<file path="src/verilog/pet_spi_pkg.sv">
// Shared definitions for the SPI host-access path
//   Bus address and data widths
//   Command byte bit positions
//   SPI synchronizer depth and bit counter width
//   APB RAM wait-state timing
//   Bridge FSM state type

`default_nettype none

package pet_spi_pkg;

    // Bus geometry
    localparam int ADDR_W = 17;           // Byte address, A16..A0
    localparam int DATA_W = 8;

    // Command byte fields
    localparam int CMD_RD_BIT   = 7;      // 1 = read, 0 = write
    localparam int CMD_ADDR_BIT = 6;      // Two address bytes follow
    localparam int CMD_A16_BIT  = 0;      // A16 when an address follows

    // SPI pin synchronizer
    localparam int SYNC_STAGES = 2;
    localparam int BIT_CNT_W   = $clog2(DATA_W);

    // RAM access timing
    localparam int RAM_WAIT_STATES = 1;   // Access cycles with pready low
    localparam int RAM_WAIT_W      = $clog2(RAM_WAIT_STATES + 2);

    typedef enum logic [2:0] {
        READ_CMD,
        READ_DATA_ARG,
        READ_ADDR_HI_ARG,
        READ_ADDR_LO_ARG,
        XFER_SETUP,
        XFER_ACCESS,
        DONE
    } bridge_state_e;

endpackage

`default_nettype wire

</file>
<file path="src/verilog/spi_bridge.sv">
// SPI command-frame decoder and APB master
//   Command byte decode and argument collection FSM
//   Retained address register with auto-increment
//   One APB transfer per frame
//   Read data return to the byte shifter

`default_nettype none

module spi_bridge
    import pet_spi_pkg::*;
(
    input  logic              clk_sys_i,
    input  logic              reset,
    input  logic [DATA_W-1:0] rx_byte_i,
    input  logic              rx_valid_i,
    input  logic              cs_active_i,
    output logic [DATA_W-1:0] tx_byte_o,
    output logic [ADDR_W-1:0] paddr_o,
    output logic [DATA_W-1:0] pwdata_o,
    output logic              pwrite_o,
    output logic              psel_o,
    output logic              penable_o,
    input  logic [DATA_W-1:0] prdata_i,
    input  logic              pready_i,
    output logic              xfer_done_o
);

    bridge_state_e state;
    logic          cmd_addr;                      // Frame carries an address
    logic [ADDR_W-1:DATA_W] addr_stage;           // A16 and high byte until commit
    logic          in_xfer;

    assign in_xfer = (state == XFER_SETUP) || (state == XFER_ACCESS);

    // APB control follows the FSM directly
    assign psel_o    = in_xfer;
    assign penable_o = (state == XFER_ACCESS);

    always_ff @(posedge clk_sys_i or posedge reset) begin
        if (reset) begin
            state       <= READ_CMD;
            cmd_addr    <= 1'b0;
            pwrite_o    <= 1'b0;
            paddr_o     <= '0;
            tx_byte_o   <= '0;
            xfer_done_o <= 1'b0;
        end else if (!cs_active_i && !in_xfer) begin
            // Frame ended or aborted, an APB access in flight finishes first
            state       <= READ_CMD;
            xfer_done_o <= 1'b0;
        end else begin
            case (state)
                READ_CMD: begin
                    xfer_done_o <= 1'b0;
                    if (rx_valid_i) begin
                        pwrite_o <= ~rx_byte_i[CMD_RD_BIT];
                        cmd_addr <= rx_byte_i[CMD_ADDR_BIT];
                        if (!rx_byte_i[CMD_RD_BIT]) begin
                            state <= READ_DATA_ARG;        // Write, data comes first
                        end else if (rx_byte_i[CMD_ADDR_BIT]) begin
                            state <= READ_ADDR_HI_ARG;
                        end else begin
                            state <= XFER_SETUP;           // Read at current address
                        end
                    end
                end

                READ_DATA_ARG: begin
                    if (rx_valid_i) begin
                        state <= cmd_addr ? READ_ADDR_HI_ARG : XFER_SETUP;
                    end
                end

                READ_ADDR_HI_ARG: begin
                    if (rx_valid_i) begin
                        state <= READ_ADDR_LO_ARG;
                    end
                end

                READ_ADDR_LO_ARG: begin
                    if (rx_valid_i) begin
                        paddr_o <= {addr_stage, rx_byte_i};   // Commit full address
                        state   <= XFER_SETUP;
                    end
                end

                XFER_SETUP: begin
                    state <= XFER_ACCESS;
                end

                XFER_ACCESS: begin
                    // SPI bytes arriving while stalled here are dropped
                    if (pready_i) begin
                        paddr_o     <= paddr_o + 1'b1;
                        xfer_done_o <= 1'b1;
                        if (!pwrite_o) begin
                            tx_byte_o <= prdata_i;
                        end
                        state <= DONE;
                    end
                end

                DONE: begin
                    state <= DONE;                         // Hold until CS rises
                end

                default: begin
                    state <= READ_CMD;
                end
            endcase
        end
    end

    // Frame arguments, only the decoded state decides when they are used
    always_ff @(posedge clk_sys_i) begin
        if (rx_valid_i && cs_active_i) begin
            case (state)
                READ_CMD: begin
                    addr_stage[ADDR_W-1] <= rx_byte_i[CMD_A16_BIT];
                end
                READ_DATA_ARG: begin
                    pwdata_o <= rx_byte_i;
                end
                READ_ADDR_HI_ARG: begin
                    addr_stage[ADDR_W-2:DATA_W] <= rx_byte_i;
                end
                default: begin
                end
            endcase
        end
    end

endmodule

`default_nettype wire

</file>
<file path="config.mk">
export PLATFORM = sky130hd
export DESIGN_NAME = spi_bridge
export DESIGN_NICKNAME = d
export VERILOG_FILES = /design/src/verilog/pet_spi_pkg.sv /design/src/verilog/spi_bridge.sv
export SDC_FILE = /design/constraint.sdc
export NUM_CORES = 1
export LEC_CHECK = 0
export BUFFER_PORTS_ARGS = -buffer_cell sky130_fd_sc_hd__buf_4
export CORE_UTILIZATION = 40
export DETAILED_ROUTE_END_ITERATION = 10
export PLACE_DENSITY = 0.64
export SYNTH_ARGS = -nofsm -noshare
export SYNTH_HDL_FRONTEND = slang
export SYNTH_SLANG_ARGS = --single-unit
</file>
<file path="constraint.sdc">
create_clock -name clk_sys_i -period 3.08 [get_ports clk_sys_i]
set_clock_uncertainty 0.15 [all_clocks]
set_input_delay 0.154 -clock clk_sys_i [delete_from_list [all_inputs] [get_ports clk_sys_i]]
set_output_delay 0.154 -clock clk_sys_i [all_outputs]
set_load 0.01 [all_outputs]
</file>
* Word level (Yosys, flattened, before mapping)
Cells that the tools add are included.
** Word-level totals
- Flip-flop bits (word level) :: 48
- Input port bits :: 21
- Logic and storage cells :: 58
** Operators by class
- $add $sub $neg :: 1
- Equal/unequal tests :: 13
- Multiplexer cells :: 16
- Bitwise gates (word level) :: 3
- Reductions and logical operators :: 16
** Operators by type and width (count)
- 17-bit two-way mux :: 2
- 17-bit case mux with 2 select lines :: 1
- 3-bit two-way mux :: 9
- 3-bit case mux with 7 select lines :: 1
- 17-bit by 1-bit adder with 17-bit output (second input constant) :: 1
- 3-bit != test (second input constant) :: 4
- 3-bit equality test (second input constant) :: 3
- 2-bit AND reduction :: 4
- 4-bit AND reduction :: 2
- 3-bit by 2-bit equality test with 1-bit output (second input constant) :: 2
- 5-bit AND reduction :: 1
- 3-bit by 1-bit equality test with 1-bit output (second input constant) :: 1
- 3-bit logical NOT :: 1
- 3-bit by 1-bit != test with 1-bit output (second input constant) :: 1
- 1-bit NOT :: 3
- 3-bit AND reduction :: 1
- 3-bit nonzero test :: 1
- 1-bit logical AND :: 2
- 1-bit logical NOT :: 2
- 1-bit two-way mux :: 2
- 2-bit by 1-bit != test with 1-bit output (second input constant) :: 1
- 2-bit != test (second input constant) :: 1
- 1-bit case mux with 2 select lines :: 1
- 2-bit nonzero test :: 1
- 1-bit logical OR :: 1

* Longest topological paths before layout
- Depth in word-level cells :: 6
- Depth in mapped cells :: 8

* Worst setup path before layout
No wires, ideal clock.
- Path kind :: register to register
- Start point :: register state[0]
- End point :: register addr_stage[10] (netlist bit) (enable)
- Setup time :: 398 ps
- Data arrival time :: 1692 ps
- Data required time :: 2532 ps
- Path slack :: 840 ps
- Cell stages (with the launch flop) :: 4
- Cells stage by stage :: dfrtp_1 -> clkbuf_2 -> clkbuf_1 -> nor4b_1
** Between the ends
- Longest elaborated chain between the ends :: 2
** Ends and longest elaborated chain
- from (decl) :: RTL line spi_bridge.sv:28 : bridge_state_e state;
- from (signal assigned) :: RTL line spi_bridge.sv:70 : state <= cmd_addr ? READ_ADDR_HI_ARG : XFER_SETUP;
- 3-bit by 2-bit equality test with 1-bit output :: RTL line spi_bridge.sv:117 : case (state)
- 2-bit AND reduction (no source line)
- to (signal, indexed assignment) :: RTL line spi_bridge.sv:119 : addr_stage[ADDR_W-1] <= rx_byte_i[CMD_A16_BIT];
- to (signal, indexed assignment) :: RTL line spi_bridge.sv:125 : addr_stage[ADDR_W-2:DATA_W] <= rx_byte_i;
- to (decl) :: RTL line spi_bridge.sv:30 : logic [ADDR_W-1:DATA_W] addr_stage;
Every way passes these cells.
A chain may end at the register's enable or synchronous reset.

* Final worst setup path
- Start point :: register state[1]
- End point :: output penable_o
** Between the ends
- Longest elaborated chain between the ends :: 1
** Ends and longest elaborated chain
- 3-bit equality test :: RTL line spi_bridge.sv:37 : assign penable_o = (state == XFER_ACCESS);
- to (decl) :: RTL line spi_bridge.sv:22 : output logic penable_o,
Every way passes these cells.

==> flow_summary.toml <==
[grt]
overflow = 0
grt_pass1_wl_um = 8914
gr-usage-all-layers_pct = 18.61
grt_pass1_vias = 1790
antenna_found_initial = 0
grt_start_max_net_pins = 41

[power]
leakage_nw = 1.286
peakVddDrop_v = 0.0004780
power.density_nw_per_um2 = 875.8
power_mw = 2.712

[synth]
synth_edf_count = 17
synthFlopType = "dfrtp_1"
ys_ff_latch = 48
synthArstFlopShare_pct = 64.58
synthMuxAreaShare_pct = 5.614
synth.most_common_cell = "dfrtp_1"
synthTopCellsByArea = "dfrtp_1 (33%), edfxtp_1 (22%), mux2_2 (4.8%), a21oi_1 (4.0%), a2bb2oi_1 (3.7%)"
synth_warnings = 0
syn_nets = 232
synth_top_area_share_pct = 32.84
syn-cell-area_um2 = 2362
synth.avg_cell_area_um2 = 11.25
synth_xor_area_share_pct = 0
synth_cell_types = 49
synth_fa_ha_area_share_pct = 0.5297
synth_top_area_cell = "dfrtp_1"
syn-instance-count = 210
synth_compound_area_share_pct = 18.17
synth_top_family_by_area = "compound AO/OA/AOI/OAI gates"
synth.top_cells.by_count = "dfrtp_1 (31), a21oi_1 (19), nand2_1 (18)"
ys_seq_area_share_pct = 54.45
synth_simple_gate_area_share_pct = 17.00

[min_path]
min_path_type = "input port to flip-flop"
worstHoldStart = "cs_active_i"

[run]
cap_violations = 0

[sta]
slew_headroom_pct = 52.63
max_freq_mhz = 436.5
rsz0062_at_grt = "false"
tns_ns = 0
worstMarginPinSlew_ns = 0.7105
final.setup.worst_slack_ns = 0.7891
fin_crit_ns = 2.291
maxSlewViolCount = 0
setup_viol = 0
hold_viol = 0
post-route-period-util_pct = 74.38

[clock_tree]
cts_made_buffers = 5
postCtsHoldBufs = 17
clkLatencyLatePin_ns = 0.30
clock_path_buffers = 2
clock-sinks = 48
path_clk_slew_ns = 0.09
ctsResizeCount = 0
cts_setup_buffers = 0
htree_levels = 2
cts_tree = "built"
cts-root-buf = "clkbuf_8"

[detailed_routing]
num_vias = 1934
via_per_inst = 5.463
ant_nets = 0
initialDrtViolationCount = 138
drtPass1Iterations = 4
drc = 0
post_drt_wl_per_cell_um = 15.91
routed_wl_um = 5631

[critical_path]
reg2reg_from = "state[1]"
crit_arrival_ns = 1.99
startpoint = "state[1]"
cp_max_fo = 40
worst-r2r-setup-slack_ns = 0.84
required_ns = 2.78
start_kind = "flip-flop"
end_kind = "output pin"
crit_type = "flip-flop to output pin"

[floorplan]
dieArea_um2 = 6217
die_h_um = 78.85
rows = 27
core_um2 = 5608
die_w_um = 78.85
initial_core_util_pct = 42.12
io_pins = 58

[final_layout]
finalNetCount = 303
syn_to_final_growth_pct = 31.09
layout-drive-gt1-share_pct = 30.50
antenna_cells = 0
nFillCells = 550

[place]
place.gp.congestion = 0.8056
dpl.hpwl_um = 3878
port_buffers = 57
pre_cts_ws_ns = 0.8845

[status]
status = "complete, no violations"
==> through the flow <==
step / util [%] / cells / area (um2) / hold WS [ns]
global route: 55.22 / 354 / 3097 / 0.03108
floorplan: - / 210 / 2362 / 0.08871
finish: 55.22 / 354 / 3097 / 0.03701
detailed placement: 50.56 / 329 / 2835 / 0.1195
CTS: 55.22 / 354 / 3097 / 0.01930
global placement: 50.56 / 329 / 2835 / 0.1105
==> path summary, 6_finish.rpt <==
kind,cells past startpoint,to
setup / recovery,5,penable_o
hold / removal,3,state[0]
setup reg to reg,4,paddr_o[2]
hold reg to reg,1,tx_byte_o[3]
max in group asynchronous,4,paddr_o[11]
min in group asynchronous,3,tx_byte_o[3]
==> layer usage <==
metal  track usage [%]  part of all wire, %  vias up
met4             3.818                 0.62        0
met3             4.483                  4.9        2
met5                 0                    0        -
li1                  -                    -      945
met2             31.22                   50       54
met1             24.54                   44      933
==> kinds of logic (layout without fill, tap and decap cells) <==
| group | after synthesis | count (layout) |
|---|---|---|
| and+or+nand+nor | 65 | 65 |
| AOI/OAI and AO/OA | 64 | 64 |
| DFF | 48 | 48 |
| buffers and inverters | 20 | 92 |
| muxes | 12 | 12 |
| adders and majority gates | 1 | 1 |
==> registers in the layout (all words and copies together), names as in the netlist <==
| register | cells |
|---|---|
| state | 3 |
| pwdata_o | 8 |
| addr_stage | 9 |
| cmd_addr | 1 |
| tx_byte_o | 8 |
| xfer_done_o | 1 |
| pwrite_o | 1 |
| paddr_o | 17 |
==> area by class of cell <==
type | count | area [um2] | area share, %
Clock buffer | 5 | 68.82 | 2.222
Clock inverter | 3 | 22.52 | 0.7273
Tap cell | 72 | 90.09 | 2.909
Sequential cell | 48 | 1286 | 41.54
Multi-Input combinational cell | 142 | 975.9 | 31.52
Timing Repair Buffer | 78 | 628.1 | 20.28
Inverter | 6 | 25.02 | 0.8081
==> where the power goes <==
group          switching, mW  internal [mW]  leakage, nW
combinational          0.568          0.599        0.724
clock                  0.221          0.163       0.0485
sequential             0.288          0.873        0.513
==> layout by cell type, fill, tap and decap left out, types with 3 or more instances in the layout <==
cell,instances
a21oi_1,19
a2bb2oi_1,10
a31oi_1,3
and3_1,5
and4_1,5
buf_4,61
clkbuf_8,5
dfrtp_1,31
dlygate4sd3_1,17
edfxtp_1,17
inv_1,4
mux2_2,10
nand2_1,18
nand2b_1,4
nand3_1,6
nand4_1,8
nor2_1,6
o21ai_0,9
o22ai_1,6
==> critical path: stages, from the launching register on <==
cell and delay [ns]:
dfrtp_1 0.55, nand2b_4 0.23, inv_4 0.11, nand2_4 0.09
inv_2 0.48, buf_4 0.23
(Power assumes the default switching activity.)
