$ cat config.mk
export PLATFORM = sky130hd
export DESIGN_NAME = spi_byte
export DESIGN_NICKNAME = d
export VERILOG_FILES = /design/src/verilog/pet_spi_pkg.sv /design/src/verilog/spi_byte.sv
export SDC_FILE = /design/constraint.sdc
export NUM_CORES = 1
export LEC_CHECK = 0
export ABC_AREA = 1
export BUFFER_PORTS_ARGS = -buffer_cell sky130_fd_sc_hd__buf_2
export CAP_MARGIN = 20
export CORE_MARGIN = 3
export CORE_UTILIZATION = 50
export DETAILED_ROUTE_END_ITERATION = 10
export GPL_TIMING_DRIVEN = 1
export PLACE_DENSITY = 0.76
export SYNTH_ARGS = -nofsm -noshare
export SYNTH_HDL_FRONTEND = slang
export SYNTH_SLANG_ARGS = --single-unit
$ cat constraint.sdc
create_clock -name clk_sys_i -period 1.5 [get_ports clk_sys_i]
set_input_delay 0.3 -clock clk_sys_i [delete_from_list [all_inputs] [get_ports clk_sys_i]]
set_output_delay 0.3 -clock clk_sys_i [all_outputs]
set_load 0.005 [all_outputs]
$ cat src/verilog/pet_spi_pkg.sv
// Shared definitions for the SPI host-access path
//   Bus address and data widths
//   Command byte bit positions
//   SPI synchronizer depth and bit counter width
//   APB RAM wait-state timing
//   Bridge FSM state type

`default_nettype none

package pet_spi_pkg;

    // Bus geometry
    localparam int ADDR_W = 17;           // Byte address, A16..A0
    localparam int DATA_W = 8;

    // Command byte fields
    localparam int CMD_RD_BIT   = 7;      // 1 = read, 0 = write
    localparam int CMD_ADDR_BIT = 6;      // Two address bytes follow
    localparam int CMD_A16_BIT  = 0;      // A16 when an address follows

    // SPI pin synchronizer
    localparam int SYNC_STAGES = 2;
    localparam int BIT_CNT_W   = $clog2(DATA_W);

    // RAM access timing
    localparam int RAM_WAIT_STATES = 1;   // Access cycles with pready low
    localparam int RAM_WAIT_W      = $clog2(RAM_WAIT_STATES + 2);

    typedef enum logic [2:0] {
        READ_CMD,
        READ_DATA_ARG,
        READ_ADDR_HI_ARG,
        READ_ADDR_LO_ARG,
        XFER_SETUP,
        XFER_ACCESS,
        DONE
    } bridge_state_e;

endpackage

`default_nettype wire

$ cat src/verilog/spi_byte.sv
// SPI mode 0 byte shifter, MSB first
//   Two-flop synchronizers on SCLK, CS and MOSI
//   SCLK edge detection in the system clock domain
//   Receive shift register with byte-valid strobe
//   Transmit shift register feeding MISO

`default_nettype none

module spi_byte
    import pet_spi_pkg::*;
(
    input  logic              clk_sys_i,
    input  logic              reset,
    input  logic              spi_sclk_i,
    input  logic              spi_cs_ni,
    input  logic              spi_mosi_i,
    output logic              spi_miso_o,
    input  logic [DATA_W-1:0] tx_byte_i,
    output logic [DATA_W-1:0] rx_byte_o,
    output logic              rx_valid_o,
    output logic              cs_active_o
);

    logic [SYNC_STAGES-1:0] sclk_sync;
    logic [SYNC_STAGES-1:0] cs_sync;
    logic [SYNC_STAGES-1:0] mosi_sync;
    logic                   sclk_q;      // Previous synchronized SCLK
    logic [BIT_CNT_W-1:0]   bit_cnt;
    logic [DATA_W-1:0]      rx_shift;
    logic [DATA_W-1:0]      tx_shift;
    logic                   sclk_rise;
    logic                   sclk_fall;

    always_ff @(posedge clk_sys_i or posedge reset) begin
        if (reset) begin
            sclk_sync <= '0;
            cs_sync   <= '1;             // Idle with chip select inactive
            mosi_sync <= '0;
            sclk_q    <= 1'b0;
        end else begin
            sclk_sync <= {sclk_sync[SYNC_STAGES-2:0], spi_sclk_i};
            cs_sync   <= {cs_sync[SYNC_STAGES-2:0], spi_cs_ni};
            mosi_sync <= {mosi_sync[SYNC_STAGES-2:0], spi_mosi_i};
            sclk_q    <= sclk_sync[SYNC_STAGES-1];
        end
    end

    assign sclk_rise   = sclk_sync[SYNC_STAGES-1] & ~sclk_q;
    assign sclk_fall   = ~sclk_sync[SYNC_STAGES-1] & sclk_q;
    assign cs_active_o = ~cs_sync[SYNC_STAGES-1];

    // Bit counter and byte strobe
    always_ff @(posedge clk_sys_i or posedge reset) begin
        if (reset) begin
            bit_cnt    <= '0;
            rx_valid_o <= 1'b0;
        end else begin
            rx_valid_o <= 1'b0;
            if (!cs_active_o) begin
                bit_cnt <= '0;
            end else if (sclk_rise) begin
                bit_cnt    <= bit_cnt + 1'b1;
                rx_valid_o <= (bit_cnt == BIT_CNT_W'(DATA_W - 1));
            end
        end
    end

    // Data shift registers
    always_ff @(posedge clk_sys_i) begin
        if (cs_active_o && sclk_rise) begin
            rx_shift <= {rx_shift[DATA_W-2:0], mosi_sync[SYNC_STAGES-1]};
        end else if (cs_active_o && sclk_fall) begin
            // MSB already went out directly, so load the rest on the first fall
            if (bit_cnt == BIT_CNT_W'(1)) begin
                tx_shift <= {tx_byte_i[DATA_W-2:0], 1'b0};
            end else begin
                tx_shift <= {tx_shift[DATA_W-2:0], 1'b0};
            end
        end
    end

    assign rx_byte_o = rx_shift;

    // Between bytes MISO shows the MSB of the pending byte
    assign spi_miso_o = (bit_cnt == '0) ? tx_byte_i[DATA_W-1] : tx_shift[DATA_W-1];

endmodule

`default_nettype wire

# After elaboration in Yosys (flattened, before gate mapping)
# Index checks and enable logic that the tools add are counted.
dict set report op_classes {
  eq_ne 2
  multipliers 0
  muxes 6
  n_bitwise 6
  shifts 0
  n_lt_le_gt_ge 0
  n_reduce_logical 5
  n_addsub 1
  div 0
}
# operator n
set ops {}
lappend ops {{$mux 8} 1}
lappend ops {{$mux 3} 2}
lappend ops {{$not 1->1} 4}
lappend ops {{$add 3x1->3 const B} 1}
lappend ops {{$eq 3x1->1 const B} 1}
lappend ops {{$eq 3x3->1 const B} 1}
lappend ops {{$logic_not 3->1} 1}
lappend ops {{$mux 1} 3}
lappend ops {{$and 1x1->1} 2}
lappend ops {{$logic_and 1x1->1} 2}
lappend ops {{$reduce_and 2->1} 1}
lappend ops {{$reduce_bool 2->1} 1}
dict set report word_totals {
  mem_bits_rw 0
  elab_cells 28
  mem_count 0
  inputBits 13
  output_inout_bits 11
  latch_bits 0
  rom_bits 0
  reg_bits 27
}

# Depth between registers and ports, before layout
# Gate-level depths: netlist of run 1.
dict set report logic_depth {
  depth_word 5
  mapped_depth 5
  depth_no_buf 5
}

# Worst setup path after synthesis of run 1
# Ideal clock, no wire load.
dict set report synth_timing {
  path_type {register to register}
  from {register sclk_sync[1]}
  to {register tx_shift[1], enable pin}
  setup_time_ns 0.380
  required_time_ns 1.120
  slack_ns 0.164
  synth_period_minus_slack_ns 1.336
  path_buffers 0
  path_stages_with_launch 2
  arrival_time_ns 0.956
  path_cell_list {dfrtp_1 > nor3_1}
}
dict set report synth_between {
  elab_chain_len 4
  elab_cells_between_ends 7
  classes_between {bitwise (4); reduce/logical (3)}
}
# element line
set synth_lines {}
lappend synth_lines {{start, declared} spi_byte.sv:24} ;# logic [SYNC_STAGES-1:0] sclk_sync;
lappend synth_lines {{start signal, assigned} spi_byte.sv:41} ;# sclk_sync <= {sclk_sync[SYNC_STAGES-2:0], spi_sclk_i};
lappend synth_lines {{$and 1x1->1 / $not 1->1 (equally long branches)} {spi_byte.sv:48, spi_byte.sv:49}}
lappend synth_lines {{$logic_and 1x1->1 / $and 1x1->1 (equally long branches)} {spi_byte.sv:70, spi_byte.sv:49}}
lappend synth_lines {{$not 1->1 (no line) / $logic_and 1x1->1 (equally long branches)} --}
lappend synth_lines {{$reduce_and 2->1 (no line) (*)} --}
lappend synth_lines {{end signal, assigned} spi_byte.sv:75} ;# tx_shift <= {tx_byte_i[DATA_W-2:0], 1'b0};
lappend synth_lines {{end signal, assigned} spi_byte.sv:77} ;# tx_shift <= {tx_shift[DATA_W-2:0], 1'b0};
lappend synth_lines {{end, declared} spi_byte.sv:30} ;# logic [DATA_W-1:0] tx_shift;
# Mark *: on every way between the ends. The rest lies on a longest branch, timed or not.
# A chain may end at the register's enable or synchronous reset.

# Worst setup path in the final report of run 1
dict set report layout_timing {
  from {register bit_cnt[0]}
  to {output spi_miso_o}
}
dict set report layout_between {
  elab_chain_len 2
}
# element line
set layout_lines {}
lappend layout_lines {{start, declared} spi_byte.sv:28} ;# logic [BIT_CNT_W-1:0] bit_cnt;
lappend layout_lines {{start signal, assigned} spi_byte.sv:62} ;# bit_cnt <= bit_cnt + 1'b1;
lappend layout_lines {{$logic_not 3->1} spi_byte.sv:85} ;# assign spi_miso_o = (bit_cnt == '0) ? tx_byte_i[DATA_W-1] : tx_shift[DATA_W-1];
lappend layout_lines {{$mux 1} spi_byte.sv:85}
lappend layout_lines {{end, declared} spi_byte.sv:17} ;# output logic spi_miso_o,
# No other way between the ends.

==> impl_metrics.yaml, run 1 <==
grt:
  grt_pass1_wl_um: 2490
  grt_max_degree: 15
  gr-total-overflow: 0
  antenna_found_initial: 0
  grt_pass1_vias: 607
  gr-usage-all-layers: 0.1360
power_and_ir_drop:
  pwr-share-clk: 0.241
  p_sw_uw: 249.7
  p_per_area_nw_per_um2: 970.5
  leakagePower_uw: 0.0005895
  power_frac_seq: 0.669
  p_sw_frac: 0.2096
  peakVddDrop_mv: 0.5585
  comb_power_share: 0.091
  intPower_uw: 941.6
worst_setup_path:
  rr_startpoint: "bit_cnt[0]"
  crit_slowest_cell: "dfrtp_1"
  crit_path_end_kind: "output port"
  worstPathArrival_ns: 1.19
  reg2reg_slack_ns: 0.09
  path_max_fanout: 2
  rr_worst_depth: 5
  r2r-end: "tx_shift[1]"
  path_class: "flip-flop to output port"
  path_cells: "inv_2 -> ha_4 -> nand2_2 -> nand2_1 -> nand2_1 -> buf_2"
  cp_common_cell: "nand2_1"
  cp_data_required_time_ns: 1.20
  critical_path_depth: 6
  max_stage_delay_ns: 0.41
  crit_buf_inv: 2
  start_kind: "flip-flop"
  critical_path.top_delay_family: "flip-flops"
yosys:
  synth_xor_area_frac: 0
  synth_most_common_cell: "nand2_1"
  synth_area_leaders: "edfxtp_1 46%, dfrtp_1 23%, nand2_1 7.7%, nand3_1 6.7%, dfstp_2 5.4%"
  synth_fp_nets: 94
  synth_top_family_by_area: "simple AND/OR/NAND/NOR gates"
  synthTopCellsByCount: "20 x nand2_1, 15 x edfxtp_1, 13 x nand3_1, 9 x dfrtp_1, 7 x inv_1"
  synth_enable_flop_cells: 15
  syn_inst: 77
  synth-simple-area-share: 0.1729
  ys.flop_type: "edfxtp_1"
  synth-compound-area-share: 0
  syn-cell-area_um2: 977.2
  synth-adder-area-share: 0.05122
  synth-warning-count: 0
  ys_seq_elements: 26
  syn_avg_cell_area_um2: 12.69
  synth_top_area_cell: "edfxtp_1"
  synth_top_area_frac: 0.4609
  synth_mux_area_frac: 0
  async_flop_share: 0.4231
  synth.distinct_cells: 12
  yosysSeqAreaShare: 0.7452
placement:
  portBuffers: 23
  place.gp.congestion: 0.8450
  place_inst: 127
  place_area_um2: 1139
  post-dp-hpwl_um: 1103
final_layout:
  layout-drive-gt1-share: 0.3750
  utilization: 0.6884
  final_area_um2: 1227
  antenna_cells: 0
  multi_input_area_um2: 234.0
  regArea_um2: 728.2
  area_growth_pct: 25.61
  nFillCells: 125
  layout.nets: 130
  stdcell_count: 137
route:
  drc: 0
  vias_per_cell: 4.606
  wl_um: 1541
  drtIter0Drc: 11
  via_count: 631
  drt_pass1_iterations: 4
  drtAntennaViolNets: 0
  wl_per_cell_um: 11.25
sta:
  fin_skew_ns: 0.005880
  report.final.hold_viol_count: 0
  rsz0062_at_grt: "true"
  slew_headroom: 0.7425
  min_period_ns: 1.493
  setup_viol: 0
  post-route-period-util: 0.9952
  maxSlewViolCount: 0
  fmax_mhz: 669.9
  worst-slew-pin-transition_ns: 0.3858
job:
  drv_cap: 0
min_path:
  hold_depth: 1
  worstHoldEndpoint: "mosi_sync[0]"
  min-delay-path-class: "primary input to flip-flop"
  hold_start: "spi_mosi_i"
cts:
  cts_buffers: 3
  htreeDepth: 1
  clkTransAtPathRegs_ns: 0.13
  clock_path_buffers: 2
  cts_root_buffer: "clkbuf_4"
  clk_latency_ns: 0.31
  cts_tree: "built"
  clock-sinks: 26
floorplan:
  initial_core_util: 0.5481
  core_um2: 1783
  die_h_um: 50.21
  rows: 15
  fp.dieW_um: 50.21
  die_area_um2: 2521
  ios: 24
status:
  status: "finished, final reports clean"
==> worst max path at each step <==
stage                 startpoint           to  slack (ns)
floorplan           sclk_sync[1]  tx_shift[1]        0.16
global placement      bit_cnt[1]  tx_shift[7]        0.28
detailed placement    bit_cnt[1]  tx_shift[3]        0.24
CTS                   bit_cnt[0]   spi_miso_o       0.005
global route          bit_cnt[0]   spi_miso_o       -0.06
finish                bit_cnt[0]   spi_miso_o       0.007
==> final cells by class <==
class	count	area share
Clock buffer	4	0.02141
Inverter	8	0.02446
Multi-Input combinational cell	43	0.1906
Sequential cell	26	0.5933
Tap cell	25	0.02548
Timing Repair Buffer	31	0.1447
==> cells by family after synthesis <==
| group | after synthesis |
|---|---|
| AND/OR/NAND/NOR | 39 |
| flip-flops | 26 |
| buffers and inverters | 8 |
| adder cells (fa/ha/maj) | 4 |
==> worst reg2reg max path, delay by kind of cell, from the launching register on <==
family,cells,cell delay [ns]
buffers and inverters,2,0.28
adders and majority gates,1,0.27
DFF,1,0.41
and+or+nand+nor,2,0.22
==> registers in the layout (all words and copies together) (netlist names) <==
register,flops
sclk_sync,2
bit_cnt,3
rx_valid_o,1
rx_byte_o,8
mosi_sync,2
tx_shift,7
sclk_q,1
cs_sync,2
==> power groups by stage <==
| stage | registers [uW] | logic (uW) | clock network, uW |
|---|---|---|---|
| 2_1_floorplan | 811 | 48.8 | 0 |
| 3_3_place_gp | 812 | 84.0 | 0 |
| 3_5_place_dp | 813 | 86.1 | 0 |
| 4_1_cts | 797 | 100 | 298 |
| 5_1_grt | 799 | 122 | 335 |
| 6_report | 797 | 108 | 287 |
==> layout by cell type, fill, tap and decap left out <==
| master | count |
|---|---|
| inv_2 | 3 |
| inv_1 | 5 |
| edfxtp_1 | 15 |
| nand2_2 | 2 |
| clkbuf_4 | 3 |
| dfstp_2 | 2 |
| nor3_1 | 1 |
| nand2_1 | 19 |
| nand3_1 | 13 |
| dfrtp_1 | 9 |
| buf_2 | 23 |
| ha_4 | 1 |
| nor2_2 | 1 |
| clkbuf_1 | 1 |
| buf_4 | 7 |
| nor2_1 | 3 |
| ha_1 | 3 |
| dlygate4sd3_1 | 1 |
==> per-stage QoR <==
step	setup slack, ns	hold WS [ns]	TNS (ns)	total power, uW
after floorplan	0.1639	0.1510	0	859.6
after detailed placement	0.2438	0.3000	0	899.2
final	0.007268	0.08259	0	1191
after CTS	0.005388	0.07732	0	1195
after global placement	0.2844	0.2939	0	896.1
after global routing	-0.06233	0.05479	-0.06233	1256
==> routing by layer <==
metal	wire, um	track usage
met5	0	0
met2	734	0.2174
met3	79	0.03561
met1	682	0.1633
met4	45	0.08295
==> repair_timing <==
action,CTS,global route
setup buffers,3,2
endpoints found under the setup margin,1,2
gates cloned,0,0
hold buffers,1,0
endpoints found under the hold margin,9,0
gates resized for setup,4,1
Power figures use the tool's default switching activity.
==> inputs of run 2 (changes only) <==
==> constraint.sdc (replaced) <==
create_clock -name clk_sys_i -period 1.6 [get_ports clk_sys_i]
set_input_delay 0.32 -clock clk_sys_i [delete_from_list [all_inputs] [get_ports clk_sys_i]]
set_output_delay 0.32 -clock clk_sys_i [all_outputs]
set_load 0.005 [all_outputs]
==> run 2 against run 1 <==
Worst setup slack better by 0.051 ns; via count is 0.32% lower; sequential power is 6.3% lower; routed wire length is 0.19% lower; sequential share of layout area is 0.060 points lower; clock power is 55% higher; first-iteration DRC count is 64% higher; power is 7.8% higher; final cell count is 2.2% lower; critical path depth stayed put; register-to-register slack better by 0.12 ns; hold slack worse by 0.0072 ns; largest cell class unchanged; highest routed layer unchanged.
==> impl_metrics.yaml, run 2 (synthesized netlist as in run 1, its figures left out) <==
worst_setup_path:
  rr_worst_depth: 6
  path_max_fanout: 3
  crit_slowest_cell: "dfrtp_1"
  start_kind: "flip-flop"
  cp_common_cell: "nand2_1"
  crit_buf_inv: 2
  crit_path_end_kind: "output port"
  max_stage_delay_ns: 0.43
  path_cells: "inv_2 -> ha_4 -> nand2_1 -> nand2_1 -> nand2_1 -> buf_2"
  path_class: "flip-flop to output port"
  critical_path_depth: 6
  critical_path.top_delay_family: "flip-flops"
  worstPathArrival_ns: 1.22
  cp_data_required_time_ns: 1.28
final_layout:
  utilization: 0.6891
  final_common_cell: "buf_2"
  layout_common_cells: "23 x buf_2, 20 x nand2_1, 15 x edfxtp_1"
  layout-drive-gt1-share: 0.3578
  antenna_cells: 0
  final_area_um2: 1229
  area_growth_pct: 25.74
  largest_reg_flops: 8
  nFillCells: 127
  layout.nets: 127
cts:
  cts_buffers: 3
  clock_path_buffers: 2
  htreeDepth: 1
  cts_root_buffer: "clkbuf_4"
  clk_latency_ns: 0.32
  clock-sinks: 26
  cts_tree: "built"
  clkTransAtPathRegs_ns: 0.14
power_and_ir_drop:
  leakagePower_uw: 0.0005872
  p_sw_uw: 252.5
  p_per_area_nw_per_um2: 1045
  pwr-share-clk: 0.347
  p_sw_frac: 0.1966
  intPower_uw: 1032
  peakVddDrop_mv: 0.7783
  comb_power_share: 0.071
  power_frac_seq: 0.582
floorplan:
  fp.dieW_um: 50.21
  initial_core_util: 0.5481
  die_h_um: 50.21
  ios: 24
  die_area_um2: 2521
  rows: 15
  core_um2: 1783
route:
  vias_per_cell: 4.694
  drc: 0
  wl_per_cell_um: 11.48
  drt_pass1_iterations: 4
  drtAntennaViolNets: 0
  wl_um: 1538
  via_count: 629
  drtIter0Drc: 18
placement:
  place.gp.congestion: 0.8513
  portBuffers: 23
  pre_cts_slack_ns: 0.3261
  place_area_um2: 1139
  post-dp-hpwl_um: 1118
sta:
  min_period_ns: 1.542
  setup_viol: 0
  fmax_mhz: 648.6
  worst-slew-pin-transition_ns: 0.3936
  slew_headroom: 0.7373
  timing.final.ws_setup_ns: 0.05816
  rsz0062_at_grt: "true"
  fin_skew_ns: 0.001646
  post-route-period-util: 0.9637
  report.final.hold_viol_count: 0
  maxSlewViolCount: 0
grt:
  gr-usage-all-layers: 0.1370
  grt_busiest_layer: "met2"
  met3_usage: 0.03858
  use_met2: 0.2065
  gr-total-overflow: 0
  met1_usage: 0.1813
  grt_pass1_wl_um: 2525
  grt_max_degree: 16
  grt_pass1_vias: 574
  antenna_found_initial: 0
status:
  status: "finished, final reports clean"
job:
  drv_cap: 0
min_path:
  min-delay-path-class: "primary input to flip-flop"
  hold_depth: 1
## run 2: cell count changes in the layout (fill, tap and decap cells not counted), sizes merged
cell,delta
clkbuf,-1
buf,-3
bufinv,+1
## run 2: timing repair
item / CTS / global route
setup buffers: 1 / 1
gates resized for setup: 0 / 4
hold buffers: 1 / 0
endpoints found under the setup margin: 1 / 1
gates cloned: 0 / 0
endpoints found under the hold margin: 9 / 0
## run 2: power groups by stage
stage	clock network (uW)	logic, uW	registers [uW]
2_1_floorplan	0	45.8	760
3_3_place_gp	0	79.0	761
3_5_place_dp	0	81.0	762
4_1_cts	458	87.0	747
5_1_grt	488	104	751
6_report	446	90.6	747
## run 2: worst paths after layout
| check | start | to | slack [ns] |
|---|---|---|---|
| worst max-delay path | bit_cnt[1] | spi_miso_o | 0.06 |
| worst min-delay path | spi_cs_ni | cs_sync[0] | 0.08 |
| worst max register to register | bit_cnt[1] | tx_shift[2] | 0.21 |
| worst min register to register | cs_sync[0] | cs_sync[1] | 0.37 |
| max in group asynchronous | reset | cs_sync[1] | 0.79 |
| min in group asynchronous | reset | mosi_sync[1] | 0.50 |
## run 2: cell type report
type / instances / area (um^2) / area share
Sequential cell: 26 / 728.2 / 0.5927
Clock inverter: 1 / 30.03 / 0.02444
Tap cell: 25 / 31.28 / 0.02546
Inverter: 8 / 30.03 / 0.02444
Multi-Input combinational cell: 43 / 231.5 / 0.1884
Clock buffer: 3 / 22.52 / 0.01833
Timing Repair Buffer: 28 / 155.1 / 0.1263
## run 2: routing by layer
metal,wire length (um),up-vias
met1,688,283
li1,-,318
met5,0,-
met3,116,4
met2,713,24
met4,19,0
## run 2: through the flow
stage	power (uW)	std cells	hold WS [ns]	setup TNS, ns
2_1_floorplan	805.9	77	0.1710	0
3_3_place_gp	840.4	127	0.3133	0
3_5_place_dp	843.3	127	0.3232	0
4_1_cts	1292	133	0.06216	0
5_1_grt	1342	134	0.04665	-0.01790
6_report	1284	134	0.07536	0
